`src/uncore_params.svh`:
```
`ifndef UNCORE_PARAMS_SVH
`define UNCORE_PARAMS_SVH

// RAM geometry in 32-bit words.
`define UNCORE_RAM_WORDS 1024

// Must stay log2 of the word count.
`define UNCORE_RAM_INDEX_BITS 10

// Top address nibble that selects the RAM region.
`define UNCORE_RAM_REGION 4'h0

// Byte address of the console output register.
`define UNCORE_CONSOLE_ADDR 32'h1000_0000

// Read data returned on a bus error.
`define UNCORE_ERR_RDATA 32'hffff_ffff

`endif

```
`src/uncore_pkg.sv`:
```
`include "uncore_params.svh"

package uncore_pkg;

    // Byte address on the native port and the AXI-lite channels.
    typedef logic [31:0] addr_t;

    typedef logic [31:0] data_t;

    // Byte write enables, all zero for a read.
    typedef logic [3:0] strb_t;

    typedef logic [7:0] char_t;

    // Word index into the RAM array.
    typedef logic [`UNCORE_RAM_INDEX_BITS-1:0] ram_index_t;

    // Response engine of the RAM slave.
    typedef enum logic [1:0] {
        RAM_IDLE,
        RAM_BRESP,
        RAM_RRESP
    } ram_state_t;

endpackage

```
`src/console_port.sv`:
```
`timescale 1ns/1ps

module console_port
    import uncore_pkg::*;
(
    input  logic  clk,
    input  logic  resetn,
    input  logic  con_valid,
    input  data_t wdata,
    input  strb_t wstrb,
    output logic  con_ready,
    output logic  char_valid,
    output char_t char_data
);

    logic  ack;
    char_t char_q;

    // Set by a new request, dropped once it completes.
    always_ff @(posedge clk) begin
        if (!resetn)
            ack <= 1'b0;
        else if (con_valid && con_ready)
            ack <= 1'b0;
        else if (con_valid)
            ack <= 1'b1;
    end

    // Byte lane 0 carries the character.
    always_ff @(posedge clk) begin
        if (con_valid && !ack)
            char_q <= wdata[7:0] & {8{wstrb[0]}};
    end

    assign con_ready  = ack;
    assign char_valid = ack;
    assign char_data  = char_q;

    a_char_pulse: assert property (@(posedge clk) disable iff (!resetn)
        char_valid |=> !char_valid)
        else $error("char_valid held for two cycles");

endmodule

```
`config.mk`:
```
export PLATFORM = sky130hd
export DESIGN_NAME = console_port
export DESIGN_NICKNAME = d
export VERILOG_FILES = /design/src/uncore_pkg.sv /design/src/console_port.sv
export VERILOG_INCLUDE_DIRS = /design/src
export SDC_FILE = /design/constraint.sdc
export NUM_CORES = 1
export LEC_CHECK = 0
export BUFFER_PORTS_ARGS = -buffer_cell sky130_fd_sc_hd__buf_2
export CORE_AREA = 2 2 39 41
export CTS_CLUSTER_SIZE = 20
export DETAILED_ROUTE_END_ITERATION = 16
export DIE_AREA = 0 0 41 43
export GPL_ROUTABILITY_DRIVEN = 0
export HOLD_SLACK_MARGIN = 0.12
export PLACE_DENSITY = 0.79
export SLEW_MARGIN = 20
export SYNTH_ARGS = -nofsm -noshare
export SYNTH_HDL_FRONTEND = slang
export SYNTH_SLANG_ARGS = --single-unit
```
`constraint.sdc`:
```
create_clock -name clk -period 1.5 [get_ports clk]
set_clock_uncertainty 0.2 [all_clocks]
set_input_delay 0.3 -clock clk [delete_from_list [all_inputs] [get_ports clk]]
set_output_delay 0.3 -clock clk [all_outputs]
set_load 0.02 [all_outputs]
```
==> reports/results.tsv <==
metric	value	unit
start_util	25.0	%
path_max_fanout	4	
irDropWorstVdd	0.000446	V
drt-total-wl	687	um
core_area	1380	um2
cts.path.max_buffers	2	
io_pins	49	
r2r_cells	1	
cp.buffers_inverters	1	
wl_per_cell	11.1	um
reg2reg_slack	370	ps
power	559	uW
pre_cts_slack	314	ps
grt_max_degree	10	
viasPerCell	4.06	
insertion_delay	250	ps
vias	252	
final_core_util	36.1	%
worst_setup_path_end_kind	primary output	
min_period_over_period	92.2	%
maxSlewHeadroom	83.0	%
hp-start	wdata[6]	
slew_viol_final	0	
synthDominantCellAreaShare	69.6	%
startpoint_type	register	
fin_ws	117	ps
ys_warn_count	0	
layout.cells.non_filler	62	
worst_pin_slew	255	ps
slowest_delay	410	ps
rsz0062_at_grt	no	
setup_violations	0	
holdCritPathClass	in -> reg	
drive_above_1_share	54.3	%
final_common_cell	buf_2	
synth_area_leaders	edfxtp_1, and2_1, dfxtp_1, nor2b_4, buf_4	
worstReg2RegEnd	char_data[1]	
ys_ff_latch	9	
cts_tree	built	
maxCapViolCount	0	
ys_seq_area_share	75.4	%
dpl.cell_count	57	
ant_nets	0	
placedInstanceArea	463	um2
hold_viol	0	
row_count	14	
max_freq	723	MHz
worstHoldPathCells	2	
route.detailed.drc	0	
crit_arrival	880	ps
p_leak	0.227	nW
track_usage	9.11	%
cp_data_required_time	1000	ps
reg2reg_from	char_valid	
numCtsBuffers	3	
grt.overflow.total	0	
die-area	1760	um2
clkTransAtPathRegs	60	ps
port_buffers	21	
die_w	41	um
antenna_found_initial	0	
hold-path-endpoint	char_data[6]	
final_cell_area	499	um2
antenna-diode-count	0	
nets	86	
power.density	1120	nW/um2
status	completed	
syn_area_per_cell	16.4	um2
worstSetupPathType	reg -> out	
path_cells	buf_2	
crit_slowest_cell	dfxtp_1	
grt_pass1_wl	1.01	mm
yosysUniqueCellTypes	7	
cp_top_family	flip-flops	
first_global_vias	238	
fin_crit	1380	ps
mostFrequentLayoutCells	buf_2, and2_1, edfxtp_1, clkbuf_4	
first_iter_violations	7	
syn_area	345	um2
die_h	43	um
drt_first_pass_iters	4	
postSynthCellCount	21	
area_growth_syn_to_layout	44.6	%
clock_tree.root_cell	clkbuf_4	
fin_hold_ws	133	ps
cts_max_level	1	
tns	0	ps
cts.sinks	9	
yosysTopAreaCell	edfxtp_1	
syn-num-nets	60	
[power breakdown]
group | leakage [nW] | switching, mW | total [mW] | internal [mW]
Combinational | 0.124 | 0.0458 | 0.0791 | 0.0332
Sequential | 0.0876 | 0.00551 | 0.298 | 0.292
Clock | 0.0150 | 0.0803 | 0.183 | 0.102
Total | 0.227 | 0.132 | 0.559 | 0.428
[logic make-up (layout without fill, tap and decap cells)]
kind of cell           count (synthesis)  after routing  synth area share [%]
AND/OR/NAND/NOR                       10             10                  20.3
buffers and inverters                  1             26                  2.17
flip-flops                             9              9                  75.4
AO/OA/AOI/OAI                          1              1                  2.17
[synth_stat cells, drive strengths merged]
library cell,instances
and2,8
edfxtp,8
nor2b,2
buf,1
dfxtp,1
o21a,1
[worst max-delay path by stage]
stage,cells after the start,to,from,slack [ps]
global placement,2,char_data[3],con_valid,340
CTS,1,con_ready,char_valid,140
global route,1,con_ready,char_valid,110
detailed placement,2,char_data[2],con_valid,310
floorplan,1,con_ready,char_valid,310
finish,1,con_ready,char_valid,120
[routing by layer]
| layer | global-route usage (%) | wire length [um] |
|---|---|---|
| met1 | 11.0 | 291 |
| met2 | 11.6 | 305 |
| met3 | 2.62 | 83 |
| met4 | 10.0 | 8 |
| met5 | 0 | 0 |
[registers in the layout, summed over array words and instances (netlist names)]
signal,cells
char_valid,1
char_data,8
[what timing repair did]
action	4_1_cts	5_1_grt
buffers inserted	0	0
hold buffers	1	0
hold endpoints to repair	1	0
gates resized for setup	0	0
[final cells by class]
cell class	instances	area (um2)
clock buffer	4	26.3
fill	141	885
multi-input combinational	11	77.6
sequential	9	260
tap	16	20.0
timing repair buffer	22	115
Note: power is estimated with default switching activity, not from simulation.
