[src/uncore_params.svh]
`ifndef UNCORE_PARAMS_SVH
`define UNCORE_PARAMS_SVH

// RAM geometry in 32-bit words.
`define UNCORE_RAM_WORDS 1024

// Must stay log2 of the word count.
`define UNCORE_RAM_INDEX_BITS 10

// Top address nibble that selects the RAM region.
`define UNCORE_RAM_REGION 4'h0

// Byte address of the console output register.
`define UNCORE_CONSOLE_ADDR 32'h1000_0000

// Read data returned on a bus error.
`define UNCORE_ERR_RDATA 32'hffff_ffff

`endif

[src/uncore_pkg.sv]
`include "uncore_params.svh"

package uncore_pkg;

    // Byte address on the native port and the AXI-lite channels.
    typedef logic [31:0] addr_t;

    typedef logic [31:0] data_t;

    // Byte write enables, all zero for a read.
    typedef logic [3:0] strb_t;

    typedef logic [7:0] char_t;

    // Word index into the RAM array.
    typedef logic [`UNCORE_RAM_INDEX_BITS-1:0] ram_index_t;

    // Response engine of the RAM slave.
    typedef enum logic [1:0] {
        RAM_IDLE,
        RAM_BRESP,
        RAM_RRESP
    } ram_state_t;

endpackage

[src/uncore_router.sv]
`timescale 1ns/1ps
`include "uncore_params.svh"

module uncore_router
    import uncore_pkg::*;
(
    input  logic  clk,
    input  logic  resetn,

    input  logic  mem_valid,
    input  addr_t mem_addr,
    input  data_t mem_wdata,
    input  strb_t mem_wstrb,
    output logic  mem_ready,
    output data_t mem_rdata,

    output addr_t addr,
    output data_t wdata,
    output strb_t wstrb,

    output logic  ram_valid,
    input  logic  ram_ready,
    input  data_t ram_rdata,

    output logic  con_valid,
    input  logic  con_ready,

    output logic  bus_error
);

    logic is_write;
    logic is_ram;
    logic is_con;
    logic is_unmapped;
    logic err_q;

    assign is_write    = |mem_wstrb;
    assign is_ram      = (mem_addr[31:28] == `UNCORE_RAM_REGION);
    // Console is write only.
    assign is_con      = is_write && (mem_addr == `UNCORE_CONSOLE_ADDR);
    assign is_unmapped = !is_ram && !is_con;

    assign ram_valid = mem_valid && is_ram;
    assign con_valid = mem_valid && is_con;

    assign addr  = mem_addr;
    assign wdata = mem_wdata;
    assign wstrb = mem_wstrb;

    // Unmapped access completes here after one cycle.
    always_ff @(posedge clk) begin
        if (!resetn)
            err_q <= 1'b0;
        else if (mem_valid && mem_ready)
            err_q <= 1'b0;
        else if (mem_valid && is_unmapped)
            err_q <= 1'b1;
    end

    assign mem_ready = ram_ready || con_ready || err_q;
    assign mem_rdata = err_q ? `UNCORE_ERR_RDATA : ram_rdata;
    assign bus_error = err_q;

    a_ready_needs_valid: assert property (@(posedge clk) disable iff (!resetn)
        mem_ready |-> mem_valid)
        else $error("mem_ready without mem_valid");

    a_native_latency: assert property (@(posedge clk) disable iff (!resetn)
        $rose(mem_valid) |=> mem_ready)
        else $error("access not completed one cycle after mem_valid");

endmodule

[config.mk]
export PLATFORM = sky130hd
export DESIGN_NAME = uncore_router
export DESIGN_NICKNAME = d
export VERILOG_FILES = /design/src/uncore_pkg.sv /design/src/uncore_router.sv
export VERILOG_INCLUDE_DIRS = /design/src
export SDC_FILE = /design/constraint.sdc
export NUM_CORES = 1
export LEC_CHECK = 0
export ABC_AREA = 1
export CAP_MARGIN = 30
export CORE_AREA = 8 8 74 76
export DETAILED_ROUTE_END_ITERATION = 8
export DIE_AREA = 0 0 82 84
export DONT_BUFFER_PORTS = 1
export PLACE_DENSITY_LB_ADDON = 0.15
export SYNTH_ARGS = -nofsm -noshare
export SYNTH_HDL_FRONTEND = slang
export SYNTH_SLANG_ARGS = --single-unit
[constraint.sdc]
create_clock -name clk -period 0.93 [get_ports clk]
set_input_delay 0.1395 -clock clk [delete_from_list [all_inputs] [get_ports clk]]
set_output_delay 0.1395 -clock clk [all_outputs]
set_load 0.01 [all_outputs]
==> impl_results.md <==
- Post-synthesis compound-gate area fraction: 0.0267
- Crit Path Class: in2out
- Run status: finished with violations
- Fmax: 1.01 GHz
- Post-synth top area share: 0.545
- Seq/Total Area, Yosys: 0.0214
- XOR/XNOR Fraction of Synth Area: 0
- Mux cell area share after synthesis: 0
- Placed cell count: 138
- GR Overflow Total: 0
- I/O Buffers: 0
- Gpl congestion: 0.659
- Pleak: 0.270 nW
- Max capacitance violation total: 0
- Via count: 641
- Setup_tns: -0.0982 ns
- DR iter-0 viols: 6
- Syn_area_per_cell: 6.21 um^2
- Reg clk slew, reported paths: 0 ns
- Post-Synth Simple-Gate Area: 0.375
- Peak supply drop: 0.0838 mV
- DR pass1 iterations: 2
- Post-route ant nets: 0
- Adder-Cell Fraction of Synth Area: 0
- Core area: 4260 um^2
- Synth warn: 0
- Unrepaired setup endpoints after global routing: true
- Post-route insts no fill: 138
- Post-synthesis cell type count: 13
- Total power: 0.393 mW
- Worst EP arrival: 0.85 ns
- DIE WIDTH: 82 um
- Pre-CTS WS: -0.123 ns
- Fin area: 699 um^2
- Nets: 193
- Worst setup margin: -0.0583 ns
- N_diodes: 0
- Pwr Density: 562 nW/um^2
- DR DRC count: 0
- Post-CTS Setup Inserts: 0
- Max Fanout on Critical Path: 2
- Pins Over Slew Limit: 0
- WHS: 0.277 ns
- Die height: 84 um
- Clock skew: 0 ns
- Vias in the first global route: 687
- Worst-skew pair later-pin latency: 0 ns
- Relative slew slack: 0.902
- Top post-synthesis cells by area: buf_4, or2_2, nor2_1, nand2_1, dfxtp_1
- Synth area leader: buf_4
- Endpoints failing hold: 0
- Area growth, synth to finish: -25.4%
- Layout cells sized above 1: 0.674
- Endpoint type of the worst setup path: output pin
- Largest net degree at the start of global routing: 32
- #FFs+latches synth: 1
- Failing checks: setup timing
- Post-Syn Nets: 256
- Avg WL per Cell: 22.9 um
- HP Class: in2reg
- Cell Area, Placed: 539 um^2
- Final setup vio count: 2
- Final Cycle Share: 1.06
- Via density: 4.64
- Fin crit period: 0.988 ns
- Worst EP required: 0.79 ns
- GRT Total Usage: 0.0703
- Die area: 6890 um^2
- Initial Util: 0.220
- Detailed placement HPWL: 2.89 mm
- First-pass GRT wire length: 3.89 mm
- Final wirelength: 3.17 mm
- Syn Inst Count: 151
- IO Pins: 209
- Post-Syn Area: 937 um^2
- Num rows: 24
- Initial antenna violation count: 0
- Least-Margin Pin Slew: 0.146 ns
- Fillcell total: 477
- Main combinational cell family by area after synthesis: buffers and inverters
- Finished Core Util: 0.164
- Largest register FFs: 1
- Crit start category: primary input
synth_stat cells:
master and n:
a21oi_1 1, a21oi_2 1, buf_4 68, clkbuf_1 3, dfxtp_1 1, inv_1 5, nand2_1 14, nand3_1 1
nor2_1 22, nor3_1 1, o21bai_2 1, or2_1 1, or2_2 32
power by group:
group	total [mW]	internal (mW)	switching (mW)
combinational	0.342	0.183	0.159
clock	0	0	0
sequential	0.0510	0.0473	0.00370
total	0.393	0.230	0.163
final timing paths:
path	from	end	slack, ns	cells past startpoint
max	mem_addr[20]	con_valid	-0.06	6
min	resetn	bus_error	0.28	2
max reg2reg	bus_error	bus_error	0.18	5
min reg2reg	bus_error	bus_error	0.57	3
cell families (layout without fill, tap and decap cells):
group	Yosys count	count (layout)
buffers and inverters	76	11
AOI/OAI and AO/OA	3	3
and+or+nand+nor	71	71
DFF	1	1
per-layer routing:
layer  track usage  wire [um]  part of all wire
met1        0.0572        810              0.26
met2         0.135       1540              0.49
met3        0.0442        766              0.24
met4        0.0128         50             0.016
met5             0          0                 0
critical path: stages:
cell,delay (ns)
nor2_2,0.10
nand2_2,0.07
nor2_4,0.12
nand2_2,0.09
nor3_2,0.19
buf_4,0.15
layout by cell type, fill, tap and decap left out, drive strengths merged:
cell type  Yosys  routed
o21bai         1       1
nand3          1       1
buf           68       6
nand2         14      14
or2           33      33
inv            5       5
nor3           1       1
a21oi          2       2
nor2          22      22
dfxtp          1       1
final cells by class:
type,instances,area [um^2],share of cell area
Inverter,5,18.8,0.0268
Multi-Input combinational cell,74,533,0.762
Sequential cell,1,21.3,0.0304
Tap cell,52,65.1,0.0930
Timing Repair Buffer,6,61.3,0.0877
repair_timing:
| item | CTS | global route |
|---|---|---|
| resized for setup | 41 | 14 |
| hold endpoints to repair | 0 | 0 |
| pin swaps | 5 | 9 |
| hold buffers | 0 | 0 |
| setup endpoints to repair | 35 | 3 |
No activity file was read; power rests on OpenSTA's default activity.
