==> src/uncore_params.svh <==
`ifndef UNCORE_PARAMS_SVH
`define UNCORE_PARAMS_SVH

// RAM geometry in 32-bit words.
`define UNCORE_RAM_WORDS 1024

// Must stay log2 of the word count.
`define UNCORE_RAM_INDEX_BITS 10

// Top address nibble that selects the RAM region.
`define UNCORE_RAM_REGION 4'h0

// Byte address of the console output register.
`define UNCORE_CONSOLE_ADDR 32'h1000_0000

// Read data returned on a bus error.
`define UNCORE_ERR_RDATA 32'hffff_ffff

`endif

==> src/uncore_pkg.sv <==
`include "uncore_params.svh"

package uncore_pkg;

    // Byte address on the native port and the AXI-lite channels.
    typedef logic [31:0] addr_t;

    typedef logic [31:0] data_t;

    // Byte write enables, all zero for a read.
    typedef logic [3:0] strb_t;

    typedef logic [7:0] char_t;

    // Word index into the RAM array.
    typedef logic [`UNCORE_RAM_INDEX_BITS-1:0] ram_index_t;

    // Response engine of the RAM slave.
    typedef enum logic [1:0] {
        RAM_IDLE,
        RAM_BRESP,
        RAM_RRESP
    } ram_state_t;

endpackage

==> src/mem_axi_bridge.sv <==
`timescale 1ns/1ps

module mem_axi_bridge
    import uncore_pkg::*;
(
    input  logic  clk,
    input  logic  resetn,

    input  logic  ram_valid,
    input  addr_t addr,
    input  data_t wdata,
    input  strb_t wstrb,
    output logic  ram_ready,
    output data_t ram_rdata,

    output logic  axi_awvalid,
    input  logic  axi_awready,
    output addr_t axi_awaddr,

    output logic  axi_wvalid,
    input  logic  axi_wready,
    output data_t axi_wdata,
    output strb_t axi_wstrb,

    input  logic  axi_bvalid,
    output logic  axi_bready,

    output logic  axi_arvalid,
    input  logic  axi_arready,
    output addr_t axi_araddr,

    input  logic  axi_rvalid,
    output logic  axi_rready,
    input  data_t axi_rdata
);

    logic is_write;
    logic aw_fire;
    logic w_fire;
    logic b_fire;
    logic ar_fire;
    logic r_fire;
    logic aw_done;
    logic w_done;
    logic ar_done;

    assign is_write = |wstrb;

    assign aw_fire = axi_awvalid && axi_awready;
    assign w_fire  = axi_wvalid && axi_wready;
    assign b_fire  = axi_bvalid && axi_bready;
    assign ar_fire = axi_arvalid && axi_arready;
    assign r_fire  = axi_rvalid && axi_rready;

    // Each channel stays quiet after its transfer until the response completes.
    always_ff @(posedge clk) begin
        if (!resetn) begin
            aw_done <= 1'b0;
            w_done  <= 1'b0;
            ar_done <= 1'b0;
        end else begin
            if (b_fire)
                aw_done <= 1'b0;
            else if (aw_fire)
                aw_done <= 1'b1;

            if (b_fire)
                w_done <= 1'b0;
            else if (w_fire)
                w_done <= 1'b1;

            if (r_fire)
                ar_done <= 1'b0;
            else if (ar_fire)
                ar_done <= 1'b1;
        end
    end

    assign axi_awvalid = ram_valid && is_write && !aw_done;
    assign axi_awaddr  = addr;
    assign axi_wvalid  = ram_valid && is_write && !w_done;
    assign axi_wdata   = wdata;
    assign axi_wstrb   = wstrb;
    assign axi_bready  = aw_done && w_done;

    assign axi_arvalid = ram_valid && !is_write && !ar_done;
    assign axi_araddr  = addr;
    assign axi_rready  = ar_done;

    assign ram_ready = b_fire || r_fire;
    assign ram_rdata = axi_rdata;

    a_no_aw_ar_overlap: assert property (@(posedge clk) disable iff (!resetn)
        !(axi_awvalid && axi_arvalid))
        else $error("awvalid and arvalid high together");

    // RAM path turns around in one cycle.
    a_ram_latency: assert property (@(posedge clk) disable iff (!resetn)
        $rose(ram_valid) |=> ram_ready)
        else $error("RAM request not completed one cycle after valid");

endmodule

==> config.mk <==
export PLATFORM = sky130hd
export DESIGN_NAME = mem_axi_bridge
export DESIGN_NICKNAME = d
export VERILOG_FILES = /design/src/uncore_pkg.sv /design/src/mem_axi_bridge.sv
export VERILOG_INCLUDE_DIRS = /design/src
export SDC_FILE = /design/constraint.sdc
export NUM_CORES = 1
export LEC_CHECK = 0
export BUFFER_PORTS_ARGS = -buffer_cell sky130_fd_sc_hd__buf_2
export CAP_MARGIN = 25
export CORE_AREA = 2 2 96 98
export DETAILED_ROUTE_END_ITERATION = 16
export DIE_AREA = 0 0 98 100
export GPL_TIMING_DRIVEN = 0
export PLACE_DENSITY = 0.55
export SETUP_SLACK_MARGIN = 0.2
export SLEW_MARGIN = 20
export SYNTH_ARGS = -nofsm -noshare
export SYNTH_HDL_FRONTEND = slang
export SYNTH_SLANG_ARGS = --single-unit
export TNS_END_PERCENT = 5
==> constraint.sdc <==
create_clock -name clk -period 1.5 [get_ports clk]
set_clock_uncertainty 0.15 [all_clocks]
set_input_delay 0.15 -clock clk [delete_from_list [all_inputs] [get_ports clk]]
set_output_delay 0.15 -clock clk [all_outputs]
set_load 0.01 [all_outputs]
==> impl_metrics.py <==
metrics = {
    "synthesis": {
        "synth_top_family_by_area": "buffers and inverters",
        "synthSimpleGateAreaFrac": 0.06922,
        "synth_nets": 259,
        "synth_mux_area_frac": 0,
        "synthDistinctLibCells": 14,
        "ys.warnings.count": 0,
        "synth-compound-area-share": 0.03621,
        "synth_xor_area_frac": 0,
        "seq_area_frac_synth": 0.05112,
        "netlist_area_sq_um": 1175,
        "ys_seq_elements": 3,
        "postSynthCellCount": 151,
        "synthAdderAreaFrac": 0,
        "postSynthAreaPerCell_sq_um": 7.781,
    },
    "clock_tree": {
        "cts_hold_buf": 0,
        "cts.htree.levels": 1,
        "clk_pin_slew_ps": 30,
        "cts_buffer_depth": 2,
        "numCtsBuffers": 3,
        "cts-root-buf": "clkbuf_8",
        "worstSkewPairLatency_ps": 220,
        "cts_sinks": 3,
        "tritoncts": "yes",
    },
    "global_routing": {
        "first_global_vias": 1134,
        "antenna_found_initial": 0,
        "globalRoute.totalOverflow": 0,
        "grt_start_max_net_pins": 7,
        "grt_usage": 0.05643,
        "grt_pass1_wl_um": 4560,
    },
    "run_status": {
        "status": "finished clean",
    },
    "detailed_routing": {
        "drc_errors": 0,
        "first_iter_violations": 5,
        "antenna_left": 0,
        "wire_per_inst_um": 8.331,
        "drt-pass1-iter-count": 2,
        "drt-total-wl_um": 3474,
        "vias": 1342,
        "vias_per_cell": 3.218,
    },
    "placement": {
        "port_buffers": 149,
        "place_congestion": 0.7861,
        "placed_cells": 411,
        "dpl-instance-area_sq_um": 2059,
        "dp_hpwl_um": 3215,
        "dp_worst_setup_slack_ps": 50.96,
    },
    "floorplanning": {
        "die_area_sq_um": 9800,
        "initial_core_util": 0.1322,
        "die_y_um": 100,
        "core_sq_um": 8890,
        "die_w_um": 98,
        "io_pins": 246,
        "rows": 35,
    },
    "sta": {
        "setup_ws_ps": 119.8,
        "final-hold-violation-count": 0,
        "timing.hold.ws_ps": 89.66,
        "drv_slew": 0,
        "timing.fmax_mhz": 724.5,
        "rsz0062_at_grt": "yes",
        "post-route-period-util": 0.9201,
        "tightest_slew_ps": 392.3,
        "setup_viol": 0,
        "min_period_ps": 1380,
        "setup-tns-final_ps": 0,
        "slew-limit-headroom": 0.7351,
    },
    "pwr": {
        "power_density_nw_per_um2": 425.1,
        "total_power_uw": 906.2,
        "vdd.ir_drop.worst_uv": 117.2,
        "power.leakage_nw": 1.327,
    },
    "cells_and_area": {
        "final_cell_mix": "buf_2 (147), buf_4 (134), dfxtp_1 (3), clkbuf_8 (3)",
        "final_cell_area_sq_um": 2132,
        "syn2layout_area_growth_pct": 81.47,
        "final_common_cell": "buf_2",
        "drive_gt1_frac": 0.9412,
        "antenna_cells": 0,
        "fin_util": 0.2398,
        "fin_nets": 415,
        "final_cells": 417,
    },
    "critical_path": {
        "path_max_fanout": 2,
        "crit_type": "in -> out",
        "setup.worst_path.start": "wstrb[2]",
        "rr_startpoint": "aw_done",
        "start_kind": "input pin",
        "critPathArrivalTime_ps": 1080,
        "critPathCaptureType": "output port",
        "crit_required_ps": 1200,
    },
    "run": {
        "maxCapViolCount": 0,
    },
    "worst_hold_path": {
        "min_path_type": "in -> reg",
        "worstHoldStart": "axi_arready",
    },
}
-- critical path, cell delays in order --
cell and delay [ps]:
buf_6 90, or4_4 540, nor3b_2 150, buf_2 140
-- flip-flops by register name (all words and copies together) (netlist names) --
register    cells
aw_done         1
axi_rready      1
w_done          1
-- area by class of cell --
class                           instances  area (sq um)
Timing Repair Buffer                  151         773.2
Tap cell                              111         138.9
Fill cell                             975          6758
Multi-Input combinational cell         16         123.9
Sequential cell                         3         60.06
Clock buffer                            4         45.04
Buffer                                132         991.0
-- kinds of logic after synthesis --
| group | Yosys count |
|---|---|
| AO/OA/AOI/OAI | 5 |
| buffers and inverters | 132 |
| AND/OR/NAND/NOR | 11 |
| flip-flops | 3 |
-- path summary, 6_finish.rpt --
check	end	slack (ps)	depth (start not counted)
worst max-delay path	axi_arvalid	120	4
worst min register to register	axi_rready	410	2
worst max register to register	aw_done	460	2
worst min-delay path	axi_rready	90	3
-- layer usage --
layer  global-route usage  share of wire
met1              0.05263           0.28
met5                    0              0
met2               0.1133           0.55
met4              0.02244          0.011
met3              0.01741           0.16
-- synthesized netlist by cell type --
library cell | count | area share
buf_4 | 132 | 0.84
dfxtp_1 | 3 | 0.051
a32o_1 | 2 | 0.017
and4b_1 | 2 | 0.017
nand2_1 | 2 | 0.0064
nor2_1 | 2 | 0.0064
a22o_1 | 1 | 0.0075
and2_1 | 1 | 0.0053
nand3b_1 | 1 | 0.0064
nand4b_1 | 1 | 0.0075
nor3b_2 | 1 | 0.011
o21ai_0 | 1 | 0.0043
o41ai_1 | 1 | 0.0075
or4_4 | 1 | 0.0096
-- power breakdown --
part | leakage (nW) | internal (mW) | total, mW | switching (mW)
Sequential | 0.0246 | 0.0855 | 0.0912 | 0.00565
Combinational | 1.28 | 0.365 | 0.581 | 0.216
Clock | 0.0228 | 0.181 | 0.234 | 0.0527
-- what timing repair did --
item,4_1_cts,5_1_grt
hold endpoints to repair,0,0
resized for setup,2,0
buffers inserted,2,0
pin swaps,2,0
setup endpoints to repair,2,2
(Power assumes the default switching activity.)
